===== config.mk =====
export PLATFORM = sky130hd
export DESIGN_NAME = addrMap
export DESIGN_NICKNAME = d
export VERILOG_FILES = /design/src/hdl/cbusPkg.sv /design/src/hdl/addrMap.sv
export SDC_FILE = /design/constraint.sdc
export NUM_CORES = 1
export LEC_CHECK = 0
export ABC_AREA = 1
export ABC_CLOCK_PERIOD_IN_PS = 1900
export BUFFER_PORTS_ARGS = -buffer_cell sky130_fd_sc_hd__buf_2
export CAP_MARGIN = 0
export CORE_MARGIN = 2
export CORE_UTILIZATION = 33
export DETAILED_ROUTE_END_ITERATION = 8
export PLACE_DENSITY = 0.87
export RECOVER_POWER = 100
export SYNTH_ARGS = -nofsm -noshare
export SYNTH_HDL_FRONTEND = slang
export SYNTH_SLANG_ARGS = --single-unit

===== constraint.sdc =====
create_clock -name vclk -period 1.9
set_input_delay 0.38 -clock vclk [all_inputs]
set_output_delay 0.38 -clock vclk [all_outputs]
set_load 0.05 [all_outputs]

===== src/hdl/cbusPkg.sv =====
// shared widths, encodings and memory map for the cache-bus subsystem
package cbusPkg;

	// bus widths
	localparam int AddrW = 64;
	localparam int DataW = 64;
	localparam int StrbW = 8;
	localparam int ByteW = 8;

	// byte lane select inside one data word
	localparam int LaneW = $clog2(StrbW);

	// burst length field holds beats minus one
	localparam int LenW = 3;

	// word-addressed RAM, 1024 words
	localparam int RamIdxW = 10;
	localparam int RamDepth = 1 << RamIdxW;

	// memory map
	localparam logic [AddrW-1:0] UartAddr = 64'h0000_0000_4060_0004;
	localparam int RamBit = 31;

	// target of a request, decoded from its address
	typedef enum logic [1:0] {
		RegRam  = 2'd0,
		RegUart = 2'd1,
		RegNone = 2'd2
	} region_e;

	// control FSM states
	// RAM reads alternate StRdAddr/StRdData per beat,
	// RAM writes stay in StWrite one cycle per beat
	typedef enum logic [2:0] {
		StIdle   = 3'd0,
		StRdAddr = 3'd1,
		StRdData = 3'd2,
		StWrite  = 3'd3,
		StSingle = 3'd4,
		StDone   = 3'd5
	} state_e;

endpackage


===== src/hdl/addrMap.sv =====
`timescale 1ns/100ps

// address decode for the cache bus
// region, RAM word index per beat, console byte lane
module addrMap (
	input  logic [cbusPkg::AddrW-1:0]   reqAddr,
	input  logic [cbusPkg::DataW-1:0]   reqData,
	input  logic [cbusPkg::LenW-1:0]    beatCnt,
	output cbusPkg::region_e            region,
	output logic [cbusPkg::RamIdxW-1:0] ramIdx,
	output logic [cbusPkg::ByteW-1:0]   uartChar
);

	logic [cbusPkg::RamIdxW-1:0] baseIdx;
	logic [cbusPkg::LaneW-1:0]   lane;
	logic                        isUart;
	logic                        isRam;

	assign isUart = (reqAddr == cbusPkg::UartAddr);
	assign isRam = reqAddr[cbusPkg::RamBit];

	// exact console match wins over the RAM bit
	always_comb begin
		if (isUart) begin
			region = cbusPkg::RegUart;
		end else if (isRam) begin
			region = cbusPkg::RegRam;
		end else begin
			region = cbusPkg::RegNone;
		end
	end

	// word index is address bits 12..3
	assign baseIdx = reqAddr[cbusPkg::LaneW +: cbusPkg::RamIdxW];

	// incrementing burst, wraps at the RAM depth
	assign ramIdx = baseIdx + cbusPkg::RamIdxW'(beatCnt);

	// byte lane from the low address bits
	assign lane = reqAddr[cbusPkg::LaneW-1:0];
	assign uartChar = reqData[lane * cbusPkg::ByteW +: cbusPkg::ByteW];

endmodule


# Word level (Yosys, flattened, before mapping)
# Cells that the tools add are included.
[totals] reg_bits=0 in_bits=131 output_inout_bits=20 elab_cells=5
[op_classes] add_sub_neg=1 eq_ne=1 shift=1 n_mux=2
[ops] op="64-bit by 31-bit == test with 1-bit output, second input constant" count=1
[ops] op="64-bit by 7-bit variable part select with 8-bit output" count=1
[ops] op="10-bit by 3-bit adder with 10-bit output" count=1
[ops] op="2-bit 2-to-1 mux" count=2

# Depth between registers and ports, before layout
# Gate-level depths: netlist of run 1.
[depth] ltp_word=2 ltp_mapped=9 ltp_nobuf=9

# Least setup slack after synthesis of run 1
# OpenSTA, ideal clock, no wires.
[synth_path] kind="input-to-output" start="input reqAddr[3] in the netlist's numbering" end="output ramIdx[8] in the netlist's numbering" arrival_time_ps=2087 required_time_ps=1520 path_slack_ps=-567 path_stages=9 path_buffers=0 path_cell_list="ha_1 -> inv_1 -> fa_1 -> inv_1 -> nand2_1 -> nand2_1 -> nand2_2 -> nor3_2 -> xor2_1"
[synth_between] elab_chain_len=1
[synth_lines] item="from (decl)" line_no="addrMap.sv:6" text="input logic [cbusPkg::AddrW-1:0] reqAddr,"
[synth_lines] item="10-bit by 3-bit adder with 10-bit output" line_no="addrMap.sv:37" text="assign ramIdx = baseIdx + cbusPkg::RamIdxW'(beatCnt);"
[synth_lines] item="to (decl)" line_no="addrMap.sv:10" text="output logic [cbusPkg::RamIdxW-1:0] ramIdx,"
# Every way passes these cells.

# Worst setup path after layout of run 1
# Same ends and word-level chain as after synthesis.

==> impl_metrics.toml, run 1 <==
[setup_path]
worstSetupEndpointType = "output port"
cp.required_ns = 1.52
path_max_fanout = 2
crit_path_start_kind = "input pin"
critPathKind = "in -> out"
cp_data_arrival_time_ns = 1.76

[route]
drt-initial-drc-count = 41
final_antenna_net_count = 0
remaining_drc_errors = 0
wire_per_inst_um = 11.4
drtPass1Iterations = 4
drt-total-wl_um = 4920
drt-vias-per-instance = 4.82
via_count = 2089

[floorplanning]
core_um2 = 3100
ios = 151
initial_core_util = 0.353
rows = 20
fp.dieH_um = 61.6
die_area_um2 = 3800
die_w_um = 61.6

[global_routing]
grt.total_usage = 0.241
grt_pass1_vias = 1911
grt_pass1_wl_um = 7120
grt-ovfl-total = 0
grt_max_degree = 19
grt_antenna_before_repair = 0

[sta]
finalHoldViolCount = 0
min_period_ns = 2.14
drv_slew = 0
fmax_ghz = 0.468
finalSetupTns_ns = -0.918
rsz0062_at_grt = "yes"
worst_slew_pin_slew_ns = 0.595
timing.final.crit_share = 1.12
setup_ws_ns = -0.237
slew-limit-headroom = 0.605
setup_viol = 8

[final_layout]
fin_nets = 526
flops_and_latches = 0
area_delta_synth_final_pct = 111
clock_buffers = 0
final_layout_size_suffix_gt1_frac = 0.522
fin_area_um2 = 2320
seqCellArea_um2 = 0
diodes = 0
final_core_util = 0.747

[flow_run]
max_cap_viol_count = 0

[outcome]
violations = "setup timing"
outcome = "complete, but fails checks"

[power_and_ir_drop]
p_leak_uw = 0.00122
power_density_nw_per_um2 = 286
ir_drop_uv = 147

[placement]
pre_cts_slack_ns = -0.485
io_buffers = 151
dp_hpwl_um = 4110
gp_congestion = 0.866
postPlaceCellArea_um2 = 2130

[synth]
synth-seq-area-share = 0
synthCells = 225
yosysUniqueCellTypes = 24
yosys_warnings = 0
netlist_area_um2 = 1100
avgSynthCellArea_um2 = 4.87
synth_nets = 360

[hold_path]
hold_class = "in -> out"
critical path, cell delays in order:
cell and delay (ns):
buf_8 0.08, ha_4 0.13, inv_2 0.04, fa_2 0.35
inv_2 0.07, nand2_2 0.05, nand2_2 0.07, nand2_2 0.07
nor3_4 0.19, xor2_4 0.16, buf_6 0.17
cells in the final DEF, fill, tap and decap left out, types with 2 or more instances in the layout:
cell type | Yosys | final
buf_12 | 0 | 2
buf_2 | 5 | 132
buf_4 | 4 | 20
buf_6 | 1 | 12
buf_8 | 0 | 2
clkbuf_2 | 1 | 3
clkbuf_4 | 0 | 3
ha_4 | 0 | 3
inv_1 | 15 | 13
inv_2 | 2 | 2
inv_4 | 0 | 2
nand2_1 | 39 | 35
nand2_2 | 2 | 5
nand3_1 | 9 | 7
nand3_2 | 0 | 2
nand4_1 | 3 | 3
nor2_1 | 75 | 73
nor2_2 | 1 | 2
nor2_4 | 1 | 2
nor3_1 | 4 | 4
o21ai_0 | 21 | 21
o21ai_1 | 11 | 11
o21bai_1 | 5 | 5
o22ai_1 | 11 | 11
xor2_1 | 6 | 2
xor2_4 | 0 | 3
synth_stat cells:
cell,number,area share
xnor2_1,2,0.016
nand2_1,39,0.13
nor2_2,1,0.0057
xor2_1,6,0.048
o21bai_1,5,0.034
o21ai_0,21,0.096
buf_6,1,0.010
fa_1,1,0.018
inv_1,15,0.051
nand2_2,2,0.011
buf_2,5,0.023
o21ai_1,11,0.050
nor2_1,75,0.26
clkbuf_2,1,0.0046
nand4_1,3,0.017
nand3_1,9,0.041
nor2_4,1,0.010
nor3_2,2,0.018
inv_2,2,0.0069
ha_1,3,0.034
nor3_1,4,0.018
buf_4,4,0.027
a21oi_1,1,0.0046
o22ai_1,11,0.063
power by group:
group | total [uW] | internal (uW) | leakage (uW) | switching, uW
sequential | 0 | 0 | 0 | 0
combinational | 663 | 289 | 0.00122 | 374
clock | 0 | 0 | 0 | 0
total | 663 | 289 | 0.00122 | 374
area by class of cell:
type	instances	area (um^2)
well taps	44	55.1
multi-input cells	197	1140
fillers	283	786
repair buffers	175	1060
inverters	17	68.8
routing by layer:
layer	part of all wire	global-route usage
met1	0.34	0.222
met2	0.55	0.544
met3	0.10	0.0168
met4	0.013	0.0486
met5	0	0
stage by stage:
stage / hold WS [ns] / std cells / total power [uW]
final: 1.05 / 433 / 663
after global routing: 1.05 / 433 / 712
after CTS: 1.10 / 431 / 638
after detailed placement: 1.10 / 428 / 597
after global placement: 1.10 / 428 / 585
after floorplan: 0.848 / 225 / 352
what timing repair did:
action	CTS	global route
pin swaps	9	1
hold buffers	0	0
setup endpoints to repair	8	18
resized for setup	26	20
buffers inserted	3	2
kinds of logic (layout without fill, tap and decap cells):
group	after synthesis	in the layout	synth area share
compound gates	49	49	0.248
xor+xnor	8	8	0.0639
fa+ha+maj	4	4	0.0525
buf+inv	28	192	0.123
simple gates	136	136	0.513
final timing paths:
path                   startpoint   endpoint  slack [ns]  depth (start not counted)
worst max-delay path   reqAddr[3]  ramIdx[8]       -0.24                         11
worst min-delay path  reqAddr[31]  region[1]        1.05                          3
(Power assumes the default switching activity.)
==> run 2: changes to the inputs <==
--- a/config.mk
+++ b/config.mk
@@ -12,7 +12,7 @@
 export CORE_MARGIN = 2
 export CORE_UTILIZATION = 33
 export DETAILED_ROUTE_END_ITERATION = 8
-export PLACE_DENSITY = 0.87
+export PLACE_DENSITY = 0.86
 export RECOVER_POWER = 100
 export SYNTH_ARGS = -nofsm -noshare
 export SYNTH_HDL_FRONTEND = slang
==> run 2 against run 1 <==
  * The run still ends with setup timing left
  * Clock-buffer cell count did not move
  * Non-clock buffer count fell by 4
  * Worst hold slack improved by 0.048 ns
  * Global-route usage barely moved
  * Wire length fell by 0.28%
  * Power fell by 2.7%
  * Critical path depth did not move
  * Critical path type unchanged
  * Largest power group unchanged
==> impl_metrics.toml, run 2 (synthesis gave the netlist of run 1 again) <==
[outcome]
outcome = "complete, but fails checks"
violations = "setup timing"

[floorplanning]
die_w_um = 61.6
fp.dieH_um = 61.6
core_um2 = 3100
ios = 151
die_area_um2 = 3800
rows = 20
initial_core_util = 0.353

[route]
drt-initial-drc-count = 68
wire_per_inst_um = 11.4
drt-vias-per-instance = 4.74
drtPass1Iterations = 4
drt-total-wl_um = 4910
remaining_drc_errors = 0
via_count = 2034
final_antenna_net_count = 0

[power_and_ir_drop]
ir_drop_uv = 183
p_leak_uw = 0.00120
seq_power_share = 0
power_density_nw_per_um2 = 286
comb_power_share = 1.000
swShare = 0.576
intPower_uw = 274
p_sw_uw = 371
pwr-share-clk = 0

[placement]
io_buffers = 151
pre_cts_slack_ns = -0.534
gp_congestion = 0.836
dp_hpwl_um = 4090

[sta]
min_period_ns = 2.22
slew-limit-headroom = 0.610
worst_slew_pin_slew_ns = 0.588
fmax_ghz = 0.450
drv_slew = 0
finalSetupTns_ns = -0.984
hold_ws_ns = 1.10
setup_viol = 6
setup_ws_ns = -0.322
finalHoldViolCount = 0
rsz0062_at_grt = "yes"
timing.final.crit_share = 1.17

[final_layout]
area_delta_synth_final_pct = 106
clock_buffers = 0
diodes = 0
seqCellArea_um2 = 0
final_core_util = 0.727
final_layout_size_suffix_gt1_frac = 0.512
flops_and_latches = 0
fillCellCount = 301
fin_nets = 522
final_common_cell = "buf_2"
layout_common_cells = "buf_2 (132), nor2_1 (74), nand2_1 (35)"

[global_routing]
grt_antenna_before_repair = 0
grt_pass1_wl_um = 7110
grt.total_usage = 0.241
grt-ovfl-total = 0
grt_pass1_vias = 1882
grt_max_degree = 20

[setup_path]
critPathKind = "in -> out"
worstSetupEndpointType = "output port"
cp-endpoint = "ramIdx[8]"
path_max_fanout = 2
cp.required_ns = 1.52
critPathLaunch = "beatCnt[0]"
cp_data_arrival_time_ns = 1.84
crit_path_start_kind = "input pin"

[flow_run]
max_cap_viol_count = 0

[hold_path]
hold_class = "in -> out"
## run 2: power by group through the flow
stage / combinational (uW) / sequential, uW / clock, uW
after floorplan: 352 / 0 / 0
after global routing: 697 / 0 / 0
after detailed placement: 591 / 0 / 0
after global placement: 580 / 0 / 0
final: 645 / 0 / 0
after CTS: 633 / 0 / 0
## run 2: critical path: stages
cell and delay (ns):
buf_8 0.08, ha_4 0.13, inv_2 0.03, fa_2 0.34
inv_2 0.06, nand2_2 0.06, nand2_4 0.08, nand2_4 0.06
nor3_4 0.26, xor2_4 0.19, buf_6 0.18
## run 2: final cells by class
| cell class | count | area [um^2] | share of cell area |
|---|---|---|---|
| well taps | 44 | 55.1 | 0.0244 |
| multi-input cells | 197 | 1150 | 0.508 |
| repair buffers | 171 | 991 | 0.439 |
| inverters | 17 | 65.1 | 0.0288 |
## run 2: how the worst min path moves through the flow
stage	start	to	cells past startpoint
after floorplan	reqAddr[31]	region[1]	1
final	reqAddr[31]	region[1]	3
after CTS	reqAddr[31]	region[1]	3
after global routing	reqAddr[31]	region[1]	3
after detailed placement	reqAddr[31]	region[1]	3
after global placement	reqAddr[31]	region[1]	3
## run 2: metal layers
metal,track usage,vias to the layer above,part of all wire
met5,0,-,0
met4,0.0790,0,0.023
met3,0.0168,14,0.092
met2,0.508,115,0.53
met1,0.239,855,0.35
li1,-,1050,-
## run 2: repair_timing
item                                    4_1_cts  5_1_grt
pin swaps                                    10        3
endpoints found under the setup margin        8       11
resized for setup                            28       10
hold buffers                                  0        0
setup buffers                                 1        4
## run 2: stage by stage
| step | instances | total power (uW) | area, um^2 |
|---|---|---|---|
| after floorplan | 225 | 352 | 1230 |
| after CTS | 427 | 633 | 2230 |
| after global routing | 429 | 697 | 2260 |
| after global placement | 426 | 580 | 2110 |
| after detailed placement | 426 | 591 | 2110 |
| final | 429 | 645 | 2260 |
