File: config.mk
export PLATFORM = sky130hd
export DESIGN_NAME = busCtrl
export DESIGN_NICKNAME = d
export VERILOG_FILES = /design/src/hdl/cbusPkg.sv /design/src/hdl/busCtrl.sv
export SDC_FILE = /design/constraint.sdc
export NUM_CORES = 1
export LEC_CHECK = 0
export ABC_CLOCK_PERIOD_IN_PS = 3400
export BUFFER_PORTS_ARGS = -buffer_cell sky130_fd_sc_hd__buf_2
export CAP_MARGIN = 10
export CORE_AREA = 2 2 39 41
export DETAILED_ROUTE_END_ITERATION = 16
export DIE_AREA = 0 0 41 43
export MAX_ROUTING_LAYER = met4
export PLACE_DENSITY = 0.69
export SETUP_SLACK_MARGIN = 0.1
export SLEW_MARGIN = 20
export SYNTH_ARGS = -nofsm -noshare
export SYNTH_HDL_FRONTEND = slang
export SYNTH_SLANG_ARGS = --single-unit
File: constraint.sdc
create_clock -name aclk -period 3.4 [get_ports aclk]
set_input_delay 0.68 -clock aclk [delete_from_list [all_inputs] [get_ports aclk]]
set_output_delay 0.68 -clock aclk [all_outputs]
set_load 0.02 [all_outputs]
File: src/hdl/cbusPkg.sv
// shared widths, encodings and memory map for the cache-bus subsystem
package cbusPkg;

	// bus widths
	localparam int AddrW = 64;
	localparam int DataW = 64;
	localparam int StrbW = 8;
	localparam int ByteW = 8;

	// byte lane select inside one data word
	localparam int LaneW = $clog2(StrbW);

	// burst length field holds beats minus one
	localparam int LenW = 3;

	// word-addressed RAM, 1024 words
	localparam int RamIdxW = 10;
	localparam int RamDepth = 1 << RamIdxW;

	// memory map
	localparam logic [AddrW-1:0] UartAddr = 64'h0000_0000_4060_0004;
	localparam int RamBit = 31;

	// target of a request, decoded from its address
	typedef enum logic [1:0] {
		RegRam  = 2'd0,
		RegUart = 2'd1,
		RegNone = 2'd2
	} region_e;

	// control FSM states
	// RAM reads alternate StRdAddr/StRdData per beat,
	// RAM writes stay in StWrite one cycle per beat
	typedef enum logic [2:0] {
		StIdle   = 3'd0,
		StRdAddr = 3'd1,
		StRdData = 3'd2,
		StWrite  = 3'd3,
		StSingle = 3'd4,
		StDone   = 3'd5
	} state_e;

endpackage

File: src/hdl/busCtrl.sv
`timescale 1ns/100ps

// beat sequencer for cache-bus requests
// drives RAM strobes and the ready/last/err response
module busCtrl (
	input  logic                     aclk,
	input  logic                     arstN,
	input  logic                     reqValid,
	input  logic                     reqIsWrite,
	input  logic [cbusPkg::LenW-1:0] reqLen,
	input  cbusPkg::region_e         region,
	output logic [cbusPkg::LenW-1:0] beatCnt,
	output logic                     ramEn,
	output logic                     ramWe,
	output logic                     respReady,
	output logic                     respLast,
	output logic                     respErr,
	output logic                     uartValid
);

	cbusPkg::state_e          state;
	cbusPkg::state_e          stateNext;
	cbusPkg::region_e         regionQ;
	logic [cbusPkg::LenW-1:0] lenQ;
	logic                     lastBeat;
	logic                     beatDone;

	// beat counter reached the captured length
	assign lastBeat = (beatCnt == lenQ);

	// a beat completes in every cycle with ready high
	assign beatDone = respReady;

	always_comb begin
		stateNext = state;
		case (state)
			cbusPkg::StIdle: begin
				if (reqValid) begin
					if (region != cbusPkg::RegRam) begin
						stateNext = cbusPkg::StSingle;
					end else if (reqIsWrite) begin
						stateNext = cbusPkg::StWrite;
					end else begin
						stateNext = cbusPkg::StRdAddr;
					end
				end
			end
			// read issued here, data registered by the RAM at the edge
			cbusPkg::StRdAddr: stateNext = cbusPkg::StRdData;
			cbusPkg::StRdData: begin
				stateNext = lastBeat ? cbusPkg::StDone : cbusPkg::StRdAddr;
			end
			cbusPkg::StWrite: begin
				if (lastBeat) begin
					stateNext = cbusPkg::StDone;
				end
			end
			cbusPkg::StSingle: stateNext = cbusPkg::StDone;
			// one dead cycle so the master can drop reqValid
			cbusPkg::StDone: stateNext = cbusPkg::StIdle;
			default: stateNext = cbusPkg::StIdle;
		endcase
	end

	always_ff @(posedge aclk or negedge arstN) begin
		if (!arstN) begin
			state   <= cbusPkg::StIdle;
			regionQ <= cbusPkg::RegNone;
			lenQ    <= '0;
			beatCnt <= '0;
		end else begin
			state <= stateNext;
			if (state == cbusPkg::StIdle && reqValid) begin
				regionQ <= region;
				beatCnt <= '0;
				// console and unmapped space always get one beat
				if (region == cbusPkg::RegRam) begin
					lenQ <= reqLen;
				end else begin
					lenQ <= '0;
				end
			end else if (beatDone && !lastBeat) begin
				beatCnt <= beatCnt + cbusPkg::LenW'(1);
			end
		end
	end

	// RAM strobes
	always_comb begin
		ramEn = (state == cbusPkg::StRdAddr) || (state == cbusPkg::StWrite);
		ramWe = (state == cbusPkg::StWrite);
	end

	// response strobes, decoded from the registered state
	always_comb begin
		respReady = (state == cbusPkg::StRdData) ||
			(state == cbusPkg::StWrite) ||
			(state == cbusPkg::StSingle);
		respLast = respReady && lastBeat;
		respErr = (state == cbusPkg::StSingle) && (regionQ == cbusPkg::RegNone);
		// reqIsWrite is still held stable by the master in StSingle
		uartValid = (state == cbusPkg::StSingle) &&
			(regionQ == cbusPkg::RegUart) && reqIsWrite;
	end

endmodule

# After elaboration in Yosys (flattened, before gate mapping)
# Cells that the tools add are included.
# classes
eq_ne,9
muxes,9
add_sub_neg,1
n_reduce_logical,15
# ops
operator,count
$mux W3,7
$pmux W3 S5,1
$eq A3 B2 Y1 const B,2
$logic_and A1 B1 Y1,6
$reduce_bool A2 Y1,2
$add A3 B1 Y3 const B,1
$eq A3 B1 Y1 const B,1
$eq A3 B3 Y1,1
$eq A3 B3 Y1 const B,1
$logic_not A3 Y1,1
$logic_or A1 B1 Y1,3
$eq A2 B1 Y1 const B,1
$eq A2 B2 Y1 const B,1
$logic_not A2 Y1,1
$mux W2,1
$ne A2 B1 Y1 const B,1
$ne A2 B2 Y1 const B,1
$reduce_and A2 Y1,1
$logic_not A1 Y1,1
# word_totals
reg_bits,11
output_inout_bits,9
wordCells,38
in_bits,9

# Logic depth before layout (Yosys ltp)
# Gate-level depths: netlist of the first run.
# depth
ltp_word,6
depth_mapped,4
mapped_depth_nobuf,4

# Worst setup path before layout of the first run
# Ideal clock, no wire load.
# synth_timing
path_type,reg-to-output
startpoint,register state[1]
endpoint,output port respErr
path_slack_ns,1.319
t_required_ns,2.720
stages_incl_launch_ff,3
arrival_time_ns,1.401
path_cell_list,dfrtp_1 or3b_1 nor3b_1
# synth_via
elab_chain_cells,2
# synth_rtl
element,line_no,source
"start, declared",busCtrl.sv:21,cbusPkg::state_e state;
"start signal, assigned",busCtrl.sv:67,state <= cbusPkg::StIdle;
"start signal, assigned",busCtrl.sv:72,state <= stateNext;
$eq A3 B3 Y1,busCtrl.sv:100,respErr = (state == cbusPkg::StSingle) && (regionQ == cbusPkg::RegNone);
$logic_and A1 B1 Y1,busCtrl.sv:100,
"end, declared",busCtrl.sv:17,"output logic respErr,"
# Every way passes these cells.

# Worst setup path in the final report of the first run
# Same ends and word-level chain as after synthesis.

==> results of run 1 <==
-- cells in the mapped netlist, types with 2 or more instances --
| cell type | n | share of area |
|---|---|---|
| nand3_1 | 3 | 0.026 |
| mux2i_1 | 2 | 0.035 |
| xnor2_1 | 3 | 0.046 |
| nand2_1 | 11 | 0.073 |
| dfrtp_1 | 10 | 0.44 |
| a21oi_1 | 4 | 0.035 |
| nor2_1 | 3 | 0.020 |
| o21ai_0 | 3 | 0.026 |
| inv_1 | 2 | 0.013 |
-- worst max-delay path, cell delays in order, from the launching register on --
cell and delay, ns:
dfrtp_1 0.43, or3b_1 0.47, nor3b_1 0.22, buf_2 0.19
-- layout make-up --
class,instances,area [µm²],share of cell area
multi-input combinational,43,274.0,0.3975
timing repair buffer,17,85.08,0.1234
tap,16,20.02,0.02904
sequential,11,276.5,0.4011
clock buffer,4,26.28,0.03811
inverter,2,7.507,0.01089
-- cells in the final DEF (no fill, tap or decap), types with 2 or more instances in the layout --
cell / instances
o21ai_0: 3
buf_2: 17
nand2_1: 11
xnor2_1: 3
clkbuf_4: 3
dfrtp_1: 10
nor2_1: 3
nand3_1: 3
mux2i_1: 2
inv_1: 2
a21oi_1: 4
-- kinds of logic (layout without fill, tap and decap cells) --
group,after synthesis,count (layout)
adder cells (fa/ha/maj),1,1
multiplexers,4,4
XOR/XNOR,3,3
buffers and inverters,3,23
AND/OR/NAND/NOR,24,24
AO/OA/AOI/OAI,11,11
flip-flops,11,11
-- power by group --
group	switching [mW]	leakage (nW)	internal [mW]
logic	0.194	0.197	0.149
registers	0.0665	0.139	0.198
clock network	0.0448	0.0150	0.0454
total	0.305	0.351	0.393
-- through the flow --
stage	instance area [µm²]	power (mW)	instances	setup WS (ns)
2_1_floorplan	569.3	0.5212	57	1.319
3_3_place_gp	663.1	0.6038	89	1.476
3_5_place_dp	663.1	0.6123	89	1.436
4_1_cts	689.4	0.7047	93	1.134
5_1_grt	689.4	0.7638	93	1.054
6_report	689.4	0.6980	93	1.148
-- flip-flops by register name, summed over array words and instances, names as in the netlist --
signal   cells
regionQ      2
lenQ         3
state        3
beatCnt      3
-- metal layers --
metal,share of wire,GRT usage,vias up
met5,0,-,-
met4,0.012,0.1133,0
met3,0.041,0.03665,2
met2,0.46,0.2406,11
met1,0.48,0.2207,207
li1,-,-,237
-- worst max path at each step --
stage / from / end / depth (start not counted)
global route: state[1]$_DFFE_PN0P_ / uartValid / 3
global placement: state[1]$_DFFE_PN0P_ / respErr / 3
finish: state[1]$_DFFE_PN0P_ / respErr / 3
detailed placement: state[1]$_DFFE_PN0P_ / respErr / 3
CTS: state[1]$_DFFE_PN0P_ / respErr / 3
floorplan: state[1]$_DFFE_PN0P_ / respErr / 2
==> impl_metrics.tcl, run 1 <==
set metrics [dict create \
    gp_congestion 0.6726 \
    cp_max_fo 6 \
    fmax_ghz 0.4441 \
    synth-main-ff-cell "dfrtp_1" \
    power_leakage_nw 0.3515 \
    clk_path_buf_depth 2 \
    yosys_warnings 0 \
    dieWidth_um 41 \
    syn_inst 57 \
    r2r_slack_ns 1.90 \
    grt_pass1_vias 472 \
    post_cts_resized 0 \
    cp-start-kind "register" \
    vias_per_cell 4.914 \
    dieArea_um2 1763 \
    io-pin-count 18 \
    yosysSeqAreaShare 0.4857 \
    cts.sink_count 11 \
    final.min_clock_period_ns 2.252 \
    reg2reg_from "state[2]$_DFFE_PN0P_" \
    grt_overflow_total 0 \
    synth_area_um2 569.3 \
    whs_ns 0.2713 \
    initial_core_util 0.4114 \
    antenna_left 0 \
    drc 0 \
    yosysUniqueCellTypes 25 \
    cts_setup_buffers 0 \
    end_kind "output pin" \
    cts-buffers-inserted 3 \
    fin_crit_sh 0.6623 \
    synthXorXnorAreaFrac 0.04615 \
    criticalPathCategory "reg2out" \
    core_area_um2 1384 \
    antenna_found_initial 0 \
    clk_latency_ns 0.27 \
    drt_pass1_iterations 2 \
    n_antenna_cell 0 \
    hp-class "in2async" \
    postSynthNetCount 67 \
    crit_arrival_ns 1.57 \
    synth_edf_count 0 \
    synth_fa_ha_area_frac 0.02198 \
    grt_start_max_net_pins 12 \
    num_vias 457 \
    nets 88 \
    clockRootBuffer "clkbuf_4" \
    grt_pass1_wl_mm 1.959 \
    yosys_register_bits 11 \
    fillers 126 \
    r2r-end "regionQ[0]$_DFFE_PN0P_" \
    cts.clk_slew.worst_paths_ns 0.07 \
    place.detailed.hpwl_um 875.8 \
    setup_viol 0 \
    syn_area_per_cell_um2 9.988 \
    finalCoreUtilization 0.4982 \
    drive_above_1_share 0.3377 \
    fp-row-count 14 \
    synth_top_family_by_area "simple AND/OR/NAND/NOR gates" \
    power_density_nw_per_um2 1012 \
    slew_headroom 0.7178 \
    rsz0062_at_grt "no" \
    drt_iter0_drc 4 \
    synthMuxAreaShare 0.08132 \
    fin_skew_ns 0.0008775 \
    peakVddDrop_v 0.0004080 \
    hold_buffers 0 \
    htreeDepth 1 \
    worst_slew_pin_slew_ns 0.4218 \
    slew_viol_final 0 \
    reg2reg_depth 2 \
    avgRoutedWirePerCell_um 12.74 \
    die_h_um 43 \
    port-buffer-count 17 \
    status "complete, no violations" \
    async_flop_share 1.000 \
    tns_ns 0 \
    synthSimpleGateAreaFrac 0.2132 \
    wirelength_mm 1.185 \
    hold_viol 0 \
    synth_compound_area_frac 0.1187 \
    drv_cap 0 \
    syn2layout_area_growth_pct 21.10 \
    cts_tree "done" \
    required_ns 2.72 \
    track_usage 0.1740 \
]
(Power assumes the default switching activity.)
==> run 2, diff against run 1 <==
ABC_AREA = 1   (was unset)
ABC_CLOCK_PERIOD_IN_PS = 2300   (was 3400)
CORE_AREA = unset   (was 2 2 39 41)
CORE_MARGIN = 1   (was unset)
CORE_UTILIZATION = 48   (was unset)
DIE_AREA = unset   (was 0 0 41 43)
PLACE_DENSITY = 0.74   (was 0.69)
clock period = 2.3 ns   (was 3.4 ns; I/O delays follow)
==> run 2 against run 1 <==
  * First-iteration DRC count rose to 4.3 times the previous value
  * Worst hold slack worse by 0.22 ns
  * Clock skew is 0.00060 ns higher
  * Count of clock-buffer cells in the layout unchanged
  * Synthesized cell count is 46% higher
  * Sequential share of layout area is 3.9 points lower
  * Clock power rose by 49%
  * Final area up 11%
  * Flip-flop and latch count is the same
  * Global-route usage is 5.4 points higher
  * Register-to-register slack got worse by 0.83 ns
==> impl_metrics.tcl, run 2 <==
set metrics [dict create \
    reg2reg_depth 7 \
    syn2layout_area_growth_pct 20.28 \
    slew_headroom 0.7873 \
    yosysTopAreaCell "dfrtp_1" \
    avgRoutedWirePerCell_um 11.40 \
    multi_input_area_um2 314.1 \
    dpl_cell_area_um2 738.2 \
    clk_latency_ns 0.27 \
    grt_util_met1 0.2982 \
    yosysSeqAreaShare 0.4350 \
    p_sw_mw 0.5406 \
    dieArea_um2 1474 \
    track_usage 0.2278 \
    fin_crit_sh 0.8421 \
    htreeDepth 1 \
    final.min_clock_period_ns 1.937 \
    slew_viol_final 0 \
    synth_area_um2 635.6 \
    grt_pass1_wl_mm 2.208 \
    register_area_um2 276.5 \
    hp-class "in2async" \
    antenna_left 0 \
    top_regs "beatCnt: 3 flops, lenQ: 3 flops, state: 3 flops" \
    grt_start_max_net_pins 12 \
    nets 115 \
    reg2reg_from "beatCnt[0]$_DFFE_PN0P_" \
    wirelength_mm 1.345 \
    grt_util_met3 0.03488 \
    num_vias 630 \
    yosys_warnings 0 \
    clkPwrFrac 0.122 \
    pwr-share-comb 0.541 \
    clockRootBuffer "clkbuf_4" \
    core_area_um2 1171 \
    dieWidth_um 38.39 \
    cts_setup_buffers 0 \
    fin_skew_ns 0.001475 \
    drc 0 \
    end_kind "output pin" \
    grt_pass1_vias 550 \
    io-pin-count 18 \
    power_density_nw_per_um2 1429 \
    worst_slew_pin_slew_ns 0.3167 \
    grt_busiest_layer "met2" \
    async_flop_share 1.000 \
    yosys.area.top_type_share 0.3937 \
    drv_cap 0 \
    grtUsageMet2 0.3347 \
    cp_max_fo 6 \
    yosys_register_bits 11 \
    hold_viol 0 \
    die_h_um 38.39 \
    initial_core_util 0.5427 \
    layout_commonest_cell "nand2_1" \
    cts_tree "done" \
    fin_area_um2 764.5 \
    grt_overflow_total 0 \
    required_ns 1.84 \
    finalCoreUtilization 0.6528 \
    postSynthNetCount 93 \
    setup_viol 0 \
    sequentialPowerShare 0.336 \
    n_antenna_cell 0 \
    yosysUniqueCellTypes 19 \
    synth_edf_count 0 \
    peakVddDrop_v 0.0005718 \
    vias_per_cell 5.339 \
    r2r-end "beatCnt[1]$_DFFE_PN0P_" \
    port-buffer-count 17 \
    cts.clk_slew.worst_paths_ns 0.07 \
    post_cts_resized 0 \
    yosys-top-cells-count "nand2_1 (22), dfrtp_1 (10), inv_1 (9)" \
    drt_pass1_iterations 5 \
    cp-start-kind "register" \
    fillers 100 \
    place.detailed.hpwl_mm 1.030 \
    worstSetupStartpoint "beatCnt[0]$_DFFE_PN0P_" \
    syn_inst 83 \
    synth-main-ff-cell "dfrtp_1" \
    criticalPathCategory "reg2out" \
    cts.sink_count 11 \
    fp-row-count 12 \
    r2r_slack_ns 1.07 \
    final_cell_mix "nand2_1 (22), buf_2 (17), dfrtp_1 (10)" \
    power_leakage_nw 0.4285 \
    antenna_found_initial 0 \
    syn_area_per_cell_um2 7.658 \
    hold_buffers 0 \
    rsz0062_at_grt "no" \
    tns_ns 0 \
    intPower_mw 0.5516 \
    drive_above_1_share 0.2981 \
    drt_iter0_drc 17 \
    swShare 0.4949 \
    synth.most_common_cell "nand2_1" \
    cts-buffers-inserted 3 \
    gp_congestion 0.8518 \
    fmax_ghz 0.5163 \
    synth_area_leaders "dfrtp_1 (39%), nand2_1 (13%), nand3_1 (6.3%)" \
    clk_path_buf_depth 2 \
    crit_arrival_ns 1.48 \
    crit_end "respLast" \
    status "complete, no violations" \
]
==> run 2: changes by cell type in the layout (fill, tap and decap cells not counted), sizes merged, moves of 2 or more <==
cell / change
inv: +10
mux2: -2
mux2i: -2
nand3: +5
nand4: +3
nand2: +13
nor2: +7
xnor2: -2
==> run 2: worst min-delay path by stage <==
| stage | start | endpoint |
|---|---|---|
| global route | arstN | lenQ[0]$_DFFE_PN0P_ |
| floorplan | arstN | beatCnt[0]$_DFFE_PN0P_ |
| detailed placement | arstN | regionQ[0]$_DFFE_PN0P_ |
| CTS | arstN | lenQ[2]$_DFFE_PN0P_ |
| finish | arstN | lenQ[2]$_DFFE_PN0P_ |
| global placement | arstN | regionQ[0]$_DFFE_PN0P_ |
==> run 2: layout make-up <==
class / count / area share
timing repair buffer: 17 / 0.1113
inverter: 12 / 0.05892
multi-input combinational: 60 / 0.4108
clock buffer: 4 / 0.03437
tap: 14 / 0.02291
sequential: 11 / 0.3617
==> run 2: logic make-up after synthesis <==
kind of cell | share of synthesized area
simple gates | 0.3839
buf+inv | 0.07086
flops | 0.4350
compound gates | 0.06299
xor+xnor | 0.02756
fa+ha+maj | 0.01968
==> run 2: critical path: stages, from the launching register on <==
cell and delay (ns):
dfrtp_1 0.43, inv_1 0.10, nand2_1 0.05, nand2_1 0.08, nand3_1 0.19, a21oi_1 0.18
buf_2 0.18
==> run 2: per-layer routing <==
layer  vias to the layer above  wire length (µm)  share of wire
met2                        24               610           0.45
li1                        311                 -              -
met5                         -                 0              0
met1                       293               634           0.47
met4                         0                10         0.0074
met3                         2                90          0.067
==> run 2: power groups by stage <==
stage / sequential, mW / clock (mW) / combinational (mW)
after floorplan: 0.379 / 0 / 0.428
after global placement: 0.368 / 0 / 0.585
after detailed placement: 0.370 / 0 / 0.591
after CTS: 0.366 / 0.138 / 0.594
after global routing: 0.377 / 0.152 / 0.662
final: 0.367 / 0.134 / 0.591
==> run 2: stage by stage <==
step / total power [mW] / std cells / hold slack [ns] / setup slack [ns]
finish: 1.092 / 118 / 0.05054 / 0.3631
global placement: 0.9524 / 114 / 0.3438 / 0.6959
global route: 1.191 / 118 / 0.05096 / 0.2674
floorplan: 0.8070 / 83 / 0.1644 / 0.5115
CTS: 1.098 / 118 / 0.04853 / 0.3673
detailed placement: 0.9604 / 114 / 0.3420 / 0.6651
